[config.mk]
export PLATFORM = sky130hd
export DESIGN_NAME = rvExecCore
export DESIGN_NICKNAME = d
export VERILOG_FILES = /design/src/source/rvIsaPkg.sv /design/src/source/rvCtrlPkg.sv /design/src/source/rvExecCore.sv /design/src/source/writebackStage.sv /design/src/source/rvAlu.sv /design/src/source/regFile.sv /design/src/source/instDecode.sv /design/src/source/instLatch.sv
export SDC_FILE = /design/constraint.sdc
export NUM_CORES = 2
export LEC_CHECK = 0
export BUFFER_PORTS_ARGS = -buffer_cell sky130_fd_sc_hd__buf_2
export CELL_PAD_IN_SITES_DETAIL_PLACEMENT = 1
export CELL_PAD_IN_SITES_GLOBAL_PLACEMENT = 1
export CORE_MARGIN = 2
export CORE_UTILIZATION = 46
export CTS_CLUSTER_SIZE = 14
export DETAILED_ROUTE_END_ITERATION = 7
export GPL_ROUTABILITY_DRIVEN = 0
export PLACE_DENSITY_LB_ADDON = 0.1
export RECOVER_POWER = 100
export SETUP_SLACK_MARGIN = 0.4
export SLEW_MARGIN = 20
export SYNTH_ARGS = -nofsm -noshare
export SYNTH_HDL_FRONTEND = slang
export SYNTH_SLANG_ARGS = --single-unit
[constraint.sdc]
create_clock -name clk -period 6.95 [get_ports clk]
set_input_delay 1.0425 -clock clk [delete_from_list [all_inputs] [get_ports clk]]
set_output_delay 1.0425 -clock clk [all_outputs]
set_load 0.02 [all_outputs]
[src/source/rvIsaPkg.sv]
package rvIsaPkg;

    localparam int XLEN       = 32;
    localparam int REG_ADDR_W = 5;

    // **************************************************
    // instruction formats, one view per encoding
    // **************************************************
    typedef struct packed {
        logic [6:0]            funct7;
        logic [REG_ADDR_W-1:0] rs2;
        logic [REG_ADDR_W-1:0] rs1;
        logic [2:0]            funct3;
        logic [REG_ADDR_W-1:0] rd;
        logic [6:0]            opcode;
    } RType;

    typedef struct packed {
        logic [11:0]           imm11_0;
        logic [REG_ADDR_W-1:0] rs1;
        logic [2:0]            funct3;
        logic [REG_ADDR_W-1:0] rd;
        logic [6:0]            opcode;
    } IType;

    typedef struct packed {
        logic [6:0]            imm11_5;
        logic [REG_ADDR_W-1:0] rs2;
        logic [REG_ADDR_W-1:0] rs1;
        logic [2:0]            funct3;
        logic [4:0]            imm4_0;
        logic [6:0]            opcode;
    } SType;

    typedef struct packed {
        logic                  imm12;
        logic [5:0]            imm10_5;
        logic [REG_ADDR_W-1:0] rs2;
        logic [REG_ADDR_W-1:0] rs1;
        logic [2:0]            funct3;
        logic [3:0]            imm4_1;
        logic                  imm11;
        logic [6:0]            opcode;
    } BType;

    typedef struct packed {
        logic [19:0]           imm31_12;
        logic [REG_ADDR_W-1:0] rd;
        logic [6:0]            opcode;
    } UType;

    typedef struct packed {
        logic                  imm20;
        logic [9:0]            imm10_1;
        logic                  imm11;
        logic [7:0]            imm19_12;
        logic [REG_ADDR_W-1:0] rd;
        logic [6:0]            opcode;
    } JType;

    typedef union packed {
        RType rType;
        IType iType;
        SType sType;
        BType bType;
        UType uType;
        JType jType;
    } Inst;

    // **************************************************
    // opcodes and function codes
    // **************************************************
    localparam logic [6:0] ALUR_OP  = 7'b0110011;
    localparam logic [6:0] ALUI_OP  = 7'b0010011;
    localparam logic [6:0] BR_OP    = 7'b1100011;
    localparam logic [6:0] JAL_OP   = 7'b1101111;
    localparam logic [6:0] JALR_OP  = 7'b1100111;
    localparam logic [6:0] LUI_OP   = 7'b0110111;
    localparam logic [6:0] AUIPC_OP = 7'b0010111;

    localparam logic [2:0] ADD_F3  = 3'b000;   // add, sub and addi
    localparam logic [2:0] SLL_F3  = 3'b001;
    localparam logic [2:0] SLT_F3  = 3'b010;
    localparam logic [2:0] SLTU_F3 = 3'b011;
    localparam logic [2:0] XOR_F3  = 3'b100;
    localparam logic [2:0] SR_F3   = 3'b101;   // srl and sra, split by funct7
    localparam logic [2:0] OR_F3   = 3'b110;
    localparam logic [2:0] AND_F3  = 3'b111;
    localparam logic [2:0] JALR_F3 = 3'b000;

    localparam logic [2:0] BEQ_F3  = 3'b000;
    localparam logic [2:0] BNE_F3  = 3'b001;
    localparam logic [2:0] BLT_F3  = 3'b100;
    localparam logic [2:0] BGE_F3  = 3'b101;
    localparam logic [2:0] BLTU_F3 = 3'b110;
    localparam logic [2:0] BGEU_F3 = 3'b111;

    localparam logic [6:0] BASE_F7 = 7'b0000000;
    localparam logic [6:0] ALT_F7  = 7'b0100000;

    // wildcard fields for the decode table
    localparam logic [6:0] X_7 = 7'b???????;
    localparam logic [2:0] X_3 = 3'b???;

endpackage
[src/source/rvCtrlPkg.sv]
package rvCtrlPkg;
    import rvIsaPkg::*;

    typedef enum logic [3:0] {
        ALU_ADD, ALU_SUB, ALU_AND, ALU_OR, ALU_XOR, ALU_SLL,
        ALU_SRL, ALU_SRA, ALU_SLT, ALU_SLTU, ALU_JALR, ALU_COPY2
    } AluSel;

    typedef enum logic [2:0] {
        BR_NONE, BR_BEQ, BR_BNE, BR_BLT, BR_BGE, BR_BLTU, BR_BGEU
    } BrSel;

    typedef enum logic {OP1_RS1, OP1_PC} Op1Sel;
    typedef enum logic [1:0] {OP2_RS2, OP2_IMI, OP2_IMU, OP2_IMJ} Op2Sel;
    typedef enum logic {WB_ALU, WB_PC} WbSel;

    typedef struct packed {
        AluSel aluSel;
        BrSel  brSel;
        Op1Sel op1Sel;
        Op2Sel op2Sel;
        WbSel  wbSel;
        logic  rfWen;
        logic  jmpFlg;    // jal or jalr
        logic  illegal;
    } Ctrl;

    typedef struct packed {
        logic            valid;
        Inst             inst;
        logic [XLEN-1:0] pc;
    } FetchPkt;

    typedef struct packed {
        logic                  valid;      // register write
        logic [REG_ADDR_W-1:0] rd;
        logic [XLEN-1:0]       data;
        logic                  redirect;
        logic [XLEN-1:0]       redirectPc;
        logic                  illegal;
    } ExecResult;

endpackage

[src/source/rvExecCore.sv]
module rvExecCore
    import rvIsaPkg::*;
    import rvCtrlPkg::*;
(
    input  logic                  clk,
    input  logic                  arstN,
    input  logic                  instValid,
    input  Inst                   inst,
    input  logic [XLEN-1:0]       pc,
    output logic                  wbValid,
    output logic [REG_ADDR_W-1:0] wbRd,
    output logic [XLEN-1:0]       wbData,
    output logic                  redirectValid,
    output logic [XLEN-1:0]       redirectPc,
    output logic                  illegalInst
);

    FetchPkt         fetchPkt;
    Ctrl             ctrl;
    ExecResult       nextResult;
    logic [XLEN-1:0] rs1Data;
    logic [XLEN-1:0] rs2Data;

    instLatch u_latch (
        .clk       (clk),
        .arstN     (arstN),
        .instValid (instValid),
        .inst      (inst),
        .pc        (pc),
        .fetchPkt  (fetchPkt)
    );

    instDecode u_decode (
        .fetchPkt (fetchPkt),
        .ctrl     (ctrl)
    );

    // write port fed straight from the ALU result
    regFile u_regFile (
        .clk     (clk),
        .arstN   (arstN),
        .rs1Addr (fetchPkt.inst.rType.rs1),
        .rs2Addr (fetchPkt.inst.rType.rs2),
        .rs1Data (rs1Data),
        .rs2Data (rs2Data),
        .wen     (nextResult.valid),
        .wAddr   (nextResult.rd),
        .wData   (nextResult.data)
    );

    rvAlu u_alu (
        .fetchPkt   (fetchPkt),
        .ctrl       (ctrl),
        .rs1Data    (rs1Data),
        .rs2Data    (rs2Data),
        .nextResult (nextResult)
    );

    writebackStage u_wb (
        .clk           (clk),
        .arstN         (arstN),
        .nextResult    (nextResult),
        .wbValid       (wbValid),
        .wbRd          (wbRd),
        .wbData        (wbData),
        .redirectValid (redirectValid),
        .redirectPc    (redirectPc),
        .illegalInst   (illegalInst)
    );

endmodule

[src/source/writebackStage.sv]
module writebackStage
    import rvIsaPkg::*;
    import rvCtrlPkg::*;
(
    input  logic                  clk,
    input  logic                  arstN,
    input  ExecResult             nextResult,
    output logic                  wbValid,
    output logic [REG_ADDR_W-1:0] wbRd,
    output logic [XLEN-1:0]       wbData,
    output logic                  redirectValid,
    output logic [XLEN-1:0]       redirectPc,
    output logic                  illegalInst
);

    ExecResult resQ;

    always_ff @(posedge clk or negedge arstN) begin
        if (!arstN) begin
            resQ <= '0;
        end else begin
            // pulses last one cycle, payload holds until the next one
            resQ.valid    <= nextResult.valid;
            resQ.redirect <= nextResult.redirect;
            resQ.illegal  <= nextResult.illegal;
            if (nextResult.valid) begin
                resQ.rd   <= nextResult.rd;
                resQ.data <= nextResult.data;
            end
            if (nextResult.redirect) begin
                resQ.redirectPc <= nextResult.redirectPc;
            end
        end
    end

    assign wbValid       = resQ.valid;
    assign wbRd          = resQ.rd;
    assign wbData        = resQ.data;
    assign redirectValid = resQ.redirect;
    assign redirectPc    = resQ.redirectPc;
    assign illegalInst   = resQ.illegal;

    // an illegal encoding never decodes as a jump or a branch
    noRedirectOnIllegal: assert property (@(posedge clk) disable iff (!arstN)
        !(redirectValid && illegalInst));

endmodule

[src/source/rvAlu.sv]
module rvAlu
    import rvIsaPkg::*;
    import rvCtrlPkg::*;
(
    input  FetchPkt         fetchPkt,
    input  Ctrl             ctrl,
    input  logic [XLEN-1:0] rs1Data,
    input  logic [XLEN-1:0] rs2Data,
    output ExecResult       nextResult
);

    Inst             inst;
    logic [XLEN-1:0] immI;
    logic [XLEN-1:0] immU;
    logic [XLEN-1:0] immJ;
    logic [XLEN-1:0] immB;
    logic [XLEN-1:0] op1;
    logic [XLEN-1:0] op2;
    logic [4:0]      shamt;
    logic [XLEN-1:0] aluOut;
    logic            brTaken;

    assign inst = fetchPkt.inst;

    // **************************************************
    // immediates and operand select
    // **************************************************
    assign immI = {{20{inst.iType.imm11_0[11]}}, inst.iType.imm11_0};
    assign immU = {inst.uType.imm31_12, 12'b0};
    assign immJ = {{11{inst.jType.imm20}}, inst.jType.imm20, inst.jType.imm19_12,
                   inst.jType.imm11, inst.jType.imm10_1, 1'b0};
    assign immB = {{19{inst.bType.imm12}}, inst.bType.imm12, inst.bType.imm11,
                   inst.bType.imm10_5, inst.bType.imm4_1, 1'b0};

    assign op1 = (ctrl.op1Sel == OP1_PC) ? fetchPkt.pc : rs1Data;

    always_comb begin
        case (ctrl.op2Sel)
            OP2_IMI : op2 = immI;
            OP2_IMU : op2 = immU;
            OP2_IMJ : op2 = immJ;
            default : op2 = rs2Data;
        endcase
    end

    assign shamt = op2[4:0];

    // **************************************************
    // ALU and branch compare
    // **************************************************
    always_comb begin
        case (ctrl.aluSel)
            ALU_ADD   : aluOut = op1 + op2;
            ALU_SUB   : aluOut = op1 - op2;
            ALU_AND   : aluOut = op1 & op2;
            ALU_OR    : aluOut = op1 | op2;
            ALU_XOR   : aluOut = op1 ^ op2;
            ALU_SLL   : aluOut = op1 << shamt;
            ALU_SRL   : aluOut = op1 >> shamt;
            ALU_SRA   : aluOut = $signed(op1) >>> shamt;
            ALU_SLT   : aluOut = {31'b0, $signed(op1) < $signed(op2)};
            ALU_SLTU  : aluOut = {31'b0, op1 < op2};
            ALU_JALR  : aluOut = (op1 + op2) & ~32'd1;    // target has bit 0 cleared
            ALU_COPY2 : aluOut = op2;
            default   : aluOut = '0;
        endcase
    end

    always_comb begin
        case (ctrl.brSel)
            BR_BEQ  : brTaken = rs1Data == rs2Data;
            BR_BNE  : brTaken = rs1Data != rs2Data;
            BR_BLT  : brTaken = $signed(rs1Data) < $signed(rs2Data);
            BR_BGE  : brTaken = $signed(rs1Data) >= $signed(rs2Data);
            BR_BLTU : brTaken = rs1Data < rs2Data;
            BR_BGEU : brTaken = rs1Data >= rs2Data;
            default : brTaken = 1'b0;
        endcase
    end

    assign nextResult.valid      = fetchPkt.valid && ctrl.rfWen;
    assign nextResult.rd         = inst.rType.rd;
    assign nextResult.data       = (ctrl.wbSel == WB_PC) ? fetchPkt.pc + 32'd4 : aluOut;
    assign nextResult.redirect   = fetchPkt.valid && (ctrl.jmpFlg || brTaken);
    // jal and jalr targets already come out of the ALU
    assign nextResult.redirectPc = (ctrl.brSel != BR_NONE) ? fetchPkt.pc + immB : aluOut;
    assign nextResult.illegal    = fetchPkt.valid && ctrl.illegal;

endmodule

[src/source/regFile.sv]
module regFile
    import rvIsaPkg::*;
(
    input  logic                  clk,
    input  logic                  arstN,
    input  logic [REG_ADDR_W-1:0] rs1Addr,
    input  logic [REG_ADDR_W-1:0] rs2Addr,
    output logic [XLEN-1:0]       rs1Data,
    output logic [XLEN-1:0]       rs2Data,
    input  logic                  wen,
    input  logic [REG_ADDR_W-1:0] wAddr,
    input  logic [XLEN-1:0]       wData
);

    // no storage behind x0
    logic [XLEN-1:0] regs [1:31];

    always_ff @(posedge clk or negedge arstN) begin
        if (!arstN) begin
            for (int i = 1; i < 32; i++) begin
                regs[i] <= '0;
            end
        end else if (wen && wAddr != '0) begin
            regs[wAddr] <= wData;
        end
    end

    // asynchronous reads, x0 hardwired to zero
    assign rs1Data = (rs1Addr == '0) ? '0 : regs[rs1Addr];
    assign rs2Data = (rs2Addr == '0) ? '0 : regs[rs2Addr];

    // write data comes from the ALU of the instruction in the latch
    wDataKnown: assert property (@(posedge clk) disable iff (!arstN)
        wen |-> !$isunknown(wData));

endmodule

[src/source/instDecode.sv]
module instDecode
    import rvIsaPkg::*;
    import rvCtrlPkg::*;
(
    input  FetchPkt fetchPkt,
    output Ctrl     ctrl
);

    logic [$bits(AluSel)+$bits(BrSel)+$bits(Op1Sel)+$bits(Op2Sel)+$bits(WbSel)-1:0] row;
    logic hit;
    logic rfWen;
    logic jmpFlg;
    Inst  inst;

    assign inst = fetchPkt.inst;

    // **************************************************
    // decode table over funct7, funct3 and opcode
    // **************************************************
    always_comb begin
        hit = 1'b1;
        casez ({inst.rType.funct7, inst.rType.funct3, inst.rType.opcode})
            // register-register
            {BASE_F7, ADD_F3 , ALUR_OP } : row = {ALU_ADD  , BR_NONE, OP1_RS1, OP2_RS2, WB_ALU};
            {ALT_F7 , ADD_F3 , ALUR_OP } : row = {ALU_SUB  , BR_NONE, OP1_RS1, OP2_RS2, WB_ALU};
            {BASE_F7, SLL_F3 , ALUR_OP } : row = {ALU_SLL  , BR_NONE, OP1_RS1, OP2_RS2, WB_ALU};
            {BASE_F7, SLT_F3 , ALUR_OP } : row = {ALU_SLT  , BR_NONE, OP1_RS1, OP2_RS2, WB_ALU};
            {BASE_F7, SLTU_F3, ALUR_OP } : row = {ALU_SLTU , BR_NONE, OP1_RS1, OP2_RS2, WB_ALU};
            {BASE_F7, XOR_F3 , ALUR_OP } : row = {ALU_XOR  , BR_NONE, OP1_RS1, OP2_RS2, WB_ALU};
            {BASE_F7, SR_F3  , ALUR_OP } : row = {ALU_SRL  , BR_NONE, OP1_RS1, OP2_RS2, WB_ALU};
            {ALT_F7 , SR_F3  , ALUR_OP } : row = {ALU_SRA  , BR_NONE, OP1_RS1, OP2_RS2, WB_ALU};
            {BASE_F7, OR_F3  , ALUR_OP } : row = {ALU_OR   , BR_NONE, OP1_RS1, OP2_RS2, WB_ALU};
            {BASE_F7, AND_F3 , ALUR_OP } : row = {ALU_AND  , BR_NONE, OP1_RS1, OP2_RS2, WB_ALU};
            // register-immediate, funct7 belongs to the immediate except on shifts
            {X_7    , ADD_F3 , ALUI_OP } : row = {ALU_ADD  , BR_NONE, OP1_RS1, OP2_IMI, WB_ALU};
            {BASE_F7, SLL_F3 , ALUI_OP } : row = {ALU_SLL  , BR_NONE, OP1_RS1, OP2_IMI, WB_ALU};
            {X_7    , SLT_F3 , ALUI_OP } : row = {ALU_SLT  , BR_NONE, OP1_RS1, OP2_IMI, WB_ALU};
            {X_7    , SLTU_F3, ALUI_OP } : row = {ALU_SLTU , BR_NONE, OP1_RS1, OP2_IMI, WB_ALU};
            {X_7    , XOR_F3 , ALUI_OP } : row = {ALU_XOR  , BR_NONE, OP1_RS1, OP2_IMI, WB_ALU};
            {BASE_F7, SR_F3  , ALUI_OP } : row = {ALU_SRL  , BR_NONE, OP1_RS1, OP2_IMI, WB_ALU};
            {ALT_F7 , SR_F3  , ALUI_OP } : row = {ALU_SRA  , BR_NONE, OP1_RS1, OP2_IMI, WB_ALU};
            {X_7    , OR_F3  , ALUI_OP } : row = {ALU_OR   , BR_NONE, OP1_RS1, OP2_IMI, WB_ALU};
            {X_7    , AND_F3 , ALUI_OP } : row = {ALU_AND  , BR_NONE, OP1_RS1, OP2_IMI, WB_ALU};
            // conditional branches
            {X_7    , BEQ_F3 , BR_OP   } : row = {ALU_ADD  , BR_BEQ , OP1_RS1, OP2_RS2, WB_ALU};
            {X_7    , BNE_F3 , BR_OP   } : row = {ALU_ADD  , BR_BNE , OP1_RS1, OP2_RS2, WB_ALU};
            {X_7    , BLT_F3 , BR_OP   } : row = {ALU_ADD  , BR_BLT , OP1_RS1, OP2_RS2, WB_ALU};
            {X_7    , BGE_F3 , BR_OP   } : row = {ALU_ADD  , BR_BGE , OP1_RS1, OP2_RS2, WB_ALU};
            {X_7    , BLTU_F3, BR_OP   } : row = {ALU_ADD  , BR_BLTU, OP1_RS1, OP2_RS2, WB_ALU};
            {X_7    , BGEU_F3, BR_OP   } : row = {ALU_ADD  , BR_BGEU, OP1_RS1, OP2_RS2, WB_ALU};
            // jumps and upper immediates
            {X_7    , X_3    , JAL_OP  } : row = {ALU_ADD  , BR_NONE, OP1_PC , OP2_IMJ, WB_PC };
            {X_7    , JALR_F3, JALR_OP } : row = {ALU_JALR , BR_NONE, OP1_RS1, OP2_IMI, WB_PC };
            {X_7    , X_3    , LUI_OP  } : row = {ALU_COPY2, BR_NONE, OP1_RS1, OP2_IMU, WB_ALU};
            {X_7    , X_3    , AUIPC_OP} : row = {ALU_ADD  , BR_NONE, OP1_PC , OP2_IMU, WB_ALU};
            default : begin
                hit = 1'b0;
                row = {ALU_ADD, BR_NONE, OP1_RS1, OP2_RS2, WB_ALU};
            end
        endcase
    end

    assign rfWen  = hit && inst.rType.opcode != BR_OP;    // branches write nothing
    assign jmpFlg = hit && (inst.rType.opcode == JAL_OP || inst.rType.opcode == JALR_OP);

    assign ctrl = Ctrl'({row, rfWen, jmpFlg, !hit});

    // unknown bits in a wildcard field would still hit a row and decode clean
    instKnown: assert final (!fetchPkt.valid || !$isunknown(fetchPkt.inst));

endmodule

[src/source/instLatch.sv]
module instLatch
    import rvIsaPkg::*;
    import rvCtrlPkg::*;
(
    input  logic            clk,
    input  logic            arstN,
    input  logic            instValid,
    input  Inst             inst,
    input  logic [XLEN-1:0] pc,
    output FetchPkt         fetchPkt
);

    logic            validQ;
    Inst             instQ;
    logic [XLEN-1:0] pcQ;

    always_ff @(posedge clk or negedge arstN) begin
        if (!arstN) begin
            validQ <= 1'b0;
        end else begin
            validQ <= instValid;    // one cycle per strobe
        end
    end

    always_ff @(posedge clk) begin
        if (instValid) begin
            instQ <= inst;
            pcQ   <= pc;
        end
    end

    assign fetchPkt = '{valid: validQ, inst: instQ, pc: pcQ};

    // fetch side must hand over word aligned addresses
    pcAligned: assert property (@(posedge clk) disable iff (!arstN)
        instValid |-> pc[1:0] == 2'b00);

endmodule

After elaboration in Yosys (flattened, before gate mapping):

Cells that the tools add are included.

* $add $sub $neg: 4
* $lt $le $gt $ge: 10
* equal/unequal tests: 53
* shift-type cells: 3
* mux-type cells: 19
* bitwise gates (word level): 6
* reduce and logical (&&, ||, !) cells: 16

Operators with widths (count)
* $bwmux W992: 1
* $pmux W32 S12: 1
* $bmux W32 S5: 2
* $mux W32: 10
* $pmux W11 S28: 1
* $demux W32 S5: 1
* $lt A32 B32 Y1: 4
* $pmux W32 S3: 1
* $eq A17 B10 Y1 const B: 5
* $eq A10 B10 Y1 const B: 7
* $add A32 B32 Y32: 2
* $ge A32 B32 Y1: 2
* $eq A17 B16 Y1 const B: 3
* $eq A17 B8 Y1 const B: 2
* $eq A17 B9 Y1 const B: 2
* $add A32 B3 Y32 const B: 1
* $and A32 B32 Y32: 1
* $eq A32 B32 Y1: 1
* $ne A32 B32 Y1: 1
* $or A32 B32 Y32: 1
* $shl A32 B5 Y32: 1
* $shr A32 B5 Y32: 1
* $sshr A32 B5 Y32: 1
* $sub A32 B32 Y32: 1
* other kinds (32): 58

* flip-flop bits (word level): 1129
* input bits: 67
* output and inout port bits: 72
* word-level logic and storage cells: 151

Logic depth before layout (Yosys ltp):

* depth after elaboration: 10
* depth in mapped cells: 33
* mapped depth without buffers: 22

Hierarchy:

Synthesis repeated with hierarchy kept, for this count alone.

* cells, all modules: 6055
* area total of the unflattened synthesis: 72603.4 µm²

By module, submodules not included
* regFile: times used 1, cells each 3612, area each 53491.3 µm², sequential area each 24823.8 µm²
* rvAlu: times used 1, cells each 2144, area each 13673.1 µm², sequential area each 0.0 µm²
* writebackStage: times used 1, cells each 149, area each 2920.3 µm², sequential area each 1801.7 µm²
* instLatch: times used 1, cells each 66, area each 1954.4 µm², sequential area each 1946.9 µm²
* instDecode: times used 1, cells each 84, area each 564.3 µm², sequential area each 0.0 µm²

Worst setup path after synthesis:

No wires, ideal clock.

* kind: reg-to-reg
* from: register u_latch.instQ[20] in the netlist's numbering
* to: register u_regFile.regs[148] in the netlist's numbering
* library setup time: 134 ps
* arrival time: 6935 ps
* required time: 6816 ps
* setup slack: -118 ps
* cell stages (with the launch flop): 29
* buffers on the path: 11
* period minus slack after synthesis: 7068 ps
* path through: edfxtp_1 -> buf_6 -> buf_6 -> buf_6 -> buf_6 -> buf_6 -> buf_4 -> buf_2 -> buf_1 -> buf_1 -> mux4_2 -> mux4_2 -> mux2i_1 -> o21ai_0 -> ha_1 -> buf_2 -> or3_1 -> nand2b_1 -> nor3_1 -> o311ai_0 -> a31oi_1 -> a221oi_1 -> o22ai_1 -> or3_1 -> a222oi_1 -> nand3_1 -> o21ai_1 -> clkbuf_1 -> o21ai_0

* longest elaborated chain between the ends: 10
* elaborated cells on any way between the ends: 18
* classes of those cells: add/sub (2); shift (3); mux (8); bitwise (4); reduce/logical (1)

Ends and longest elaborated chain
* start: declaration: line instLatch.sv:14 `Inst instQ;`
* start signal: assignment: line instLatch.sv:27 `instQ <= inst;`
* $not A5 Y6 (not written as such): line regFile.sv:30 `assign rs2Data = (rs2Addr == '0) ? '0 : regs[rs2Addr];`
* $bmux W32 S5: line regFile.sv:30
* $mux W32 (not written as such) (2 in a row): line regFile.sv:30
* $mux W32: line regFile.sv:30
* $pmux W32 S3 *: line rvAlu.sv:38 `case (ctrl.op2Sel)`
* $add A32 B32 Y32, or another cell as far along: line rvAlu.sv:53, rvAlu.sv:63
* $pmux W32 S12 *: line rvAlu.sv:52 `case (ctrl.aluSel)`
* $mux W32 *: line rvAlu.sv:83 `assign nextResult.data = (ctrl.wbSel == WB_PC) ? fetchPkt.pc + 32'd4 : aluOut;`
* $bwmux W992 *: line regFile.sv:24 `regs[wAddr] <= wData;`
* end signal: indexed assignment: line regFile.sv:24
* end: declaration: line regFile.sv:16 `logic [XLEN-1:0] regs [1:31];`

Every way passes the cells marked *; elsewhere a longest branch is shown, timed or not. The select of a mux whose other input is x is not followed.
A chain may end at the register's enable or synchronous reset.

Worst setup path after layout:

* from: register u_latch.instQ[12] in the netlist's numbering
* to: register u_regFile.regs[470] in the netlist's numbering

* longest elaborated chain between the ends: 8
* elaborated cells on any way between the ends: 60
* classes of those cells: add/sub (2); eq/ne (40); shift (3); mux (7); bitwise (3); reduce/logical (5)

Ends and longest elaborated chain
* $eq A17 B16 Y1, or another cell as far along: line instDecode.sv:22 `casez ({inst.rType.funct7, inst.rType.funct3, inst.rType.opcode})`
* $pmux W11 S28: line instDecode.sv:22
* $eq A2 B2 Y1 / $eq A2 B1 Y1 (equally long branches): line rvAlu.sv:38
* $pmux W32 S3: line rvAlu.sv:38
* $add A32 B32 Y32, or another cell as far along: line rvAlu.sv:53, rvAlu.sv:63
* $pmux W32 S12: line rvAlu.sv:52
* $mux W32: line rvAlu.sv:83
* $bwmux W992: line regFile.sv:24

Several ways; a longest one is shown, not always the timed one.

==> flow_summary.json <==
{
  "reg2reg_depth": 15,
  "p_leak_nw": 34.55,
  "worstPathRequired_ps": 7620,
  "worst_slew_pin_slew_ps": 5576,
  "synth_top_area_share_pct": 38.22,
  "die_h_um": 393.3,
  "drive_above_1_share_pct": 22.99,
  "clkLatencyLatePin_ps": 830,
  "status": "finished, violations left",
  "pwr_density_cell_nw_per_um2": 237.8,
  "maxCapViolCount": 5,
  "htreeDepth": 4,
  "cts_buffers": 130,
  "hp-class": "input pin to flip-flop",
  "die_area_um2": 154700,
  "dp.cells": 8731,
  "drt-total-wl_um": 331400,
  "netlist_instances": 6808,
  "holdWs_ps": 410.6,
  "ant_nets": 0,
  "core.rowCount": 142,
  "violations": "capacitance limit, slew limit",
  "r2r-start": "u_latch.instQ[12]",
  "nFillCells": 16210,
  "min_period_ps": 6805,
  "crit_fanout": 76,
  "drt_drc_violations_left": 0,
  "crit_type": "flip-flop to flip-flop",
  "fin_cells": 9010,
  "synth_flop_cell": "dfrtp_1",
  "grt_usage_pct": 41.78,
  "synth-edff-count": 64,
  "synthTopCellsByArea": "dfrtp_1, mux4_2, o21ai_0, nand2_1, mux2_2",
  "synthTopCellsByCount": "dfrtp_1, nand2_1, o21ai_0, mux4_2, clkbuf_1",
  "antenna_found_initial": 20,
  "die_width_um": 393.3,
  "synth_most_common_cell": "dfrtp_1",
  "slew_viol_final": 253,
  "dpl.hpwl_um": 223300,
  "synth_area_per_cell_um2": 10.24,
  "totalNegativeSetupSlack_ps": 0,
  "synth_fp_nets": 7038,
  "hp-start": "inst[17]",
  "synth_fa_ha_area_share_pct": 2.957,
  "yosysTopAreaCell": "dfrtp_1",
  "cts_tree": "done",
  "routed_via_density": 7.031,
  "synth-compound-area-share_pct": 17.27,
  "r2r_end": "u_regFile.regs[470]",
  "cp.arrival_ps": 7470,
  "whs_endpoint": "u_latch.instQ[17]",
  "synth_area_um2": 69730,
  "core_um2": 150100,
  "cts_num_sinks": 1129,
  "final_net_count": 7109,
  "ys_seq_area_share_pct": 40.98,
  "slew_headroom_pct": -271.7,
  "io_pins": 139,
  "grt_pass1_wl_um": 469000,
  "drt_iter0_markers": 8034,
  "clockBufferDepth": 3,
  "ir_worst_vdd_uv": 232.0,
  "yosysWarnings": 0,
  "synth_mux_area_share_pct": 21.93,
  "critPathLaunchType": "flip-flop",
  "area_growth_pct": 13.91,
  "ff2ff_setup_slack_ps": 150,
  "synthArstFlopShare_pct": 94.33,
  "synthSimpleGateAreaFrac_pct": 11.42,
  "setup_viol": 0,
  "grt_max_degree": 182,
  "synth-xor-area-share_pct": 0.7285,
  "hold-path-cell-count": 1,
  "hold_viol": 0,
  "wl_per_cell_um": 36.78,
  "vias": 63350,
  "grt_pass1_vias": 63060,
  "floorplan.initialDensity_pct": 46.45,
  "ys_seq_elements": 1129,
  "rsz0062_at_grt": "yes",
  "multi_input_area_um2": 38560,
  "cts.clk_slew.worst_paths_ps": 60,
  "grt_overflow_total": 0,
  "regArea_um2": 28570,
  "skew_ps": 56.67,
  "startpoint": "u_latch.instQ[12]",
  "first_pass_iters": 8,
  "cp-end-kind": "flip-flop",
  "numPortBuffers": 138,
  "finalCritPeriodShare_pct": 97.91,
  "synth.distinct_cells": 102,
  "synth_top_family_by_area": "multiplexers",
  "clockRootBuffer": "clkbuf_16",
  "max_clock_freq_mhz": 147.0
}
-- flip-flops by register name (all words and copies together) (netlist names) --
register and cells:
u_latch.instQ 32, u_wb.illegalInst 1, u_wb.wbValid 1, u_regFile.regs 992, u_wb.wbData 32, u_latch.validQ 1
u_latch.pcQ 32, u_wb.redirectValid 1, u_wb.wbRd 5, u_wb.redirectPc 32
-- critical path, stage by stage (launching register included) --
cell,delay (ps)
edfxtp_1,490
or3_4,490
a2111o_2,540
o211a_2,260
nand2_1,420
o21a_1,410
buf_4,710
nand2_1,490
clkbuf_1,310
o22ai_1,290
or2_2,190
a22oi_1,90
a2111oi_0,1000
a41oi_2,310
buf_12,260
mux2_2,290
-- routing by layer --
layer / vias up / track usage [%] / wire, um
met4: 15 / 27.50 / 26150
met5: - / 0 / 103
met1: 32720 / 54.83 / 126900
met2: 3974 / 61.08 / 141900
met3: 1142 / 10.93 / 36360
li1: 25500 / - / -
-- stage by stage --
step	total power (W)	util [%]	setup slack, ps	area [um^2]
after floorplan	0.009505	-	400.6	69750
after global placement	0.01146	49.52	140.8	74340
after detailed placement	0.01152	49.54	27.98	74370
after CTS	0.01864	52.52	369.1	78850
after global routing	0.01936	52.89	160.4	79400
final	0.01889	52.91	145.5	79430
-- kinds of logic (layout without fill, tap and decap cells) --
| family | after synthesis | in the layout |
|---|---|---|
| buffers and inverters | 755 | 927 |
| other | 0 | 14 |
| xor gates and xnor gates | 58 | 58 |
| adders and majority gates | 163 | 163 |
| DFF | 1129 | 1129 |
| muxes | 955 | 955 |
| AOI/OAI and AO/OA | 1917 | 1917 |
| and+or+nand+nor | 1831 | 1831 |
-- worst max-delay path by stage --
stage / end / slack, ps / cells after the start
floorplan: u_regFile.regs[382] / 400 / 27
global placement: u_regFile.regs[189] / 140 / 24
detailed placement: u_regFile.regs[925] / 30 / 24
CTS: u_regFile.regs[413] / 370 / 24
global route: u_regFile.regs[906] / 160 / 24
finish: u_regFile.regs[470] / 150 / 15
-- report_power, final --
group          switching, W  internal (W)  total (W)
clock               0.00312       0.00405    0.00717
combinational       0.00315       0.00145    0.00460
sequential         0.000260       0.00686    0.00712
total               0.00653        0.0124     0.0189
-- layout by cell type (no fill, tap or decap), types with 50 or more instances in the layout --
master | synthesis | layout
clkbuf_16 | 0 | 141
ha_1 | 160 | 158
o31ai_1 | 51 | 50
mux2_2 | 339 | 338
a22oi_1 | 103 | 96
mux4_2 | 424 | 424
edfxtp_1 | 64 | 64
nor2_1 | 279 | 274
buf_2 | 149 | 53
nor3_1 | 72 | 67
a21oi_1 | 198 | 191
nand3_1 | 178 | 178
buf_4 | 25 | 332
mux2i_1 | 192 | 189
a31oi_1 | 66 | 61
dfrtp_1 | 1065 | 1065
nand2_1 | 1038 | 1008
buf_12 | 0 | 53
o21ai_1 | 50 | 52
o211ai_1 | 73 | 73
inv_1 | 122 | 120
a22o_1 | 69 | 69
o21ai_0 | 869 | 857
clkbuf_1 | 396 | 125
-- cell type report --
| class | count | area share [%] |
|---|---|---|
| Antenna cell | 14 | 0.04411 |
| Timing Repair Buffer | 568 | 6.109 |
| Sequential cell | 1129 | 35.97 |
| Clock inverter | 40 | 0.7530 |
| Clock buffer | 193 | 4.798 |
| Tap cell | 2016 | 3.176 |
| Inverter | 126 | 0.5986 |
| Multi-Input combinational cell | 4924 | 48.55 |
-- repair_timing --
action / 4_1_cts / 5_1_grt
pin swaps: 1 / 5
endpoints found under the setup margin: 186 / 622
hold buffers: 0 / 0
cloned: 0 / 10
setup buffers: 0 / 21
gates resized for setup: 12 / 55
No activity file was read; power rests on OpenSTA's default activity.
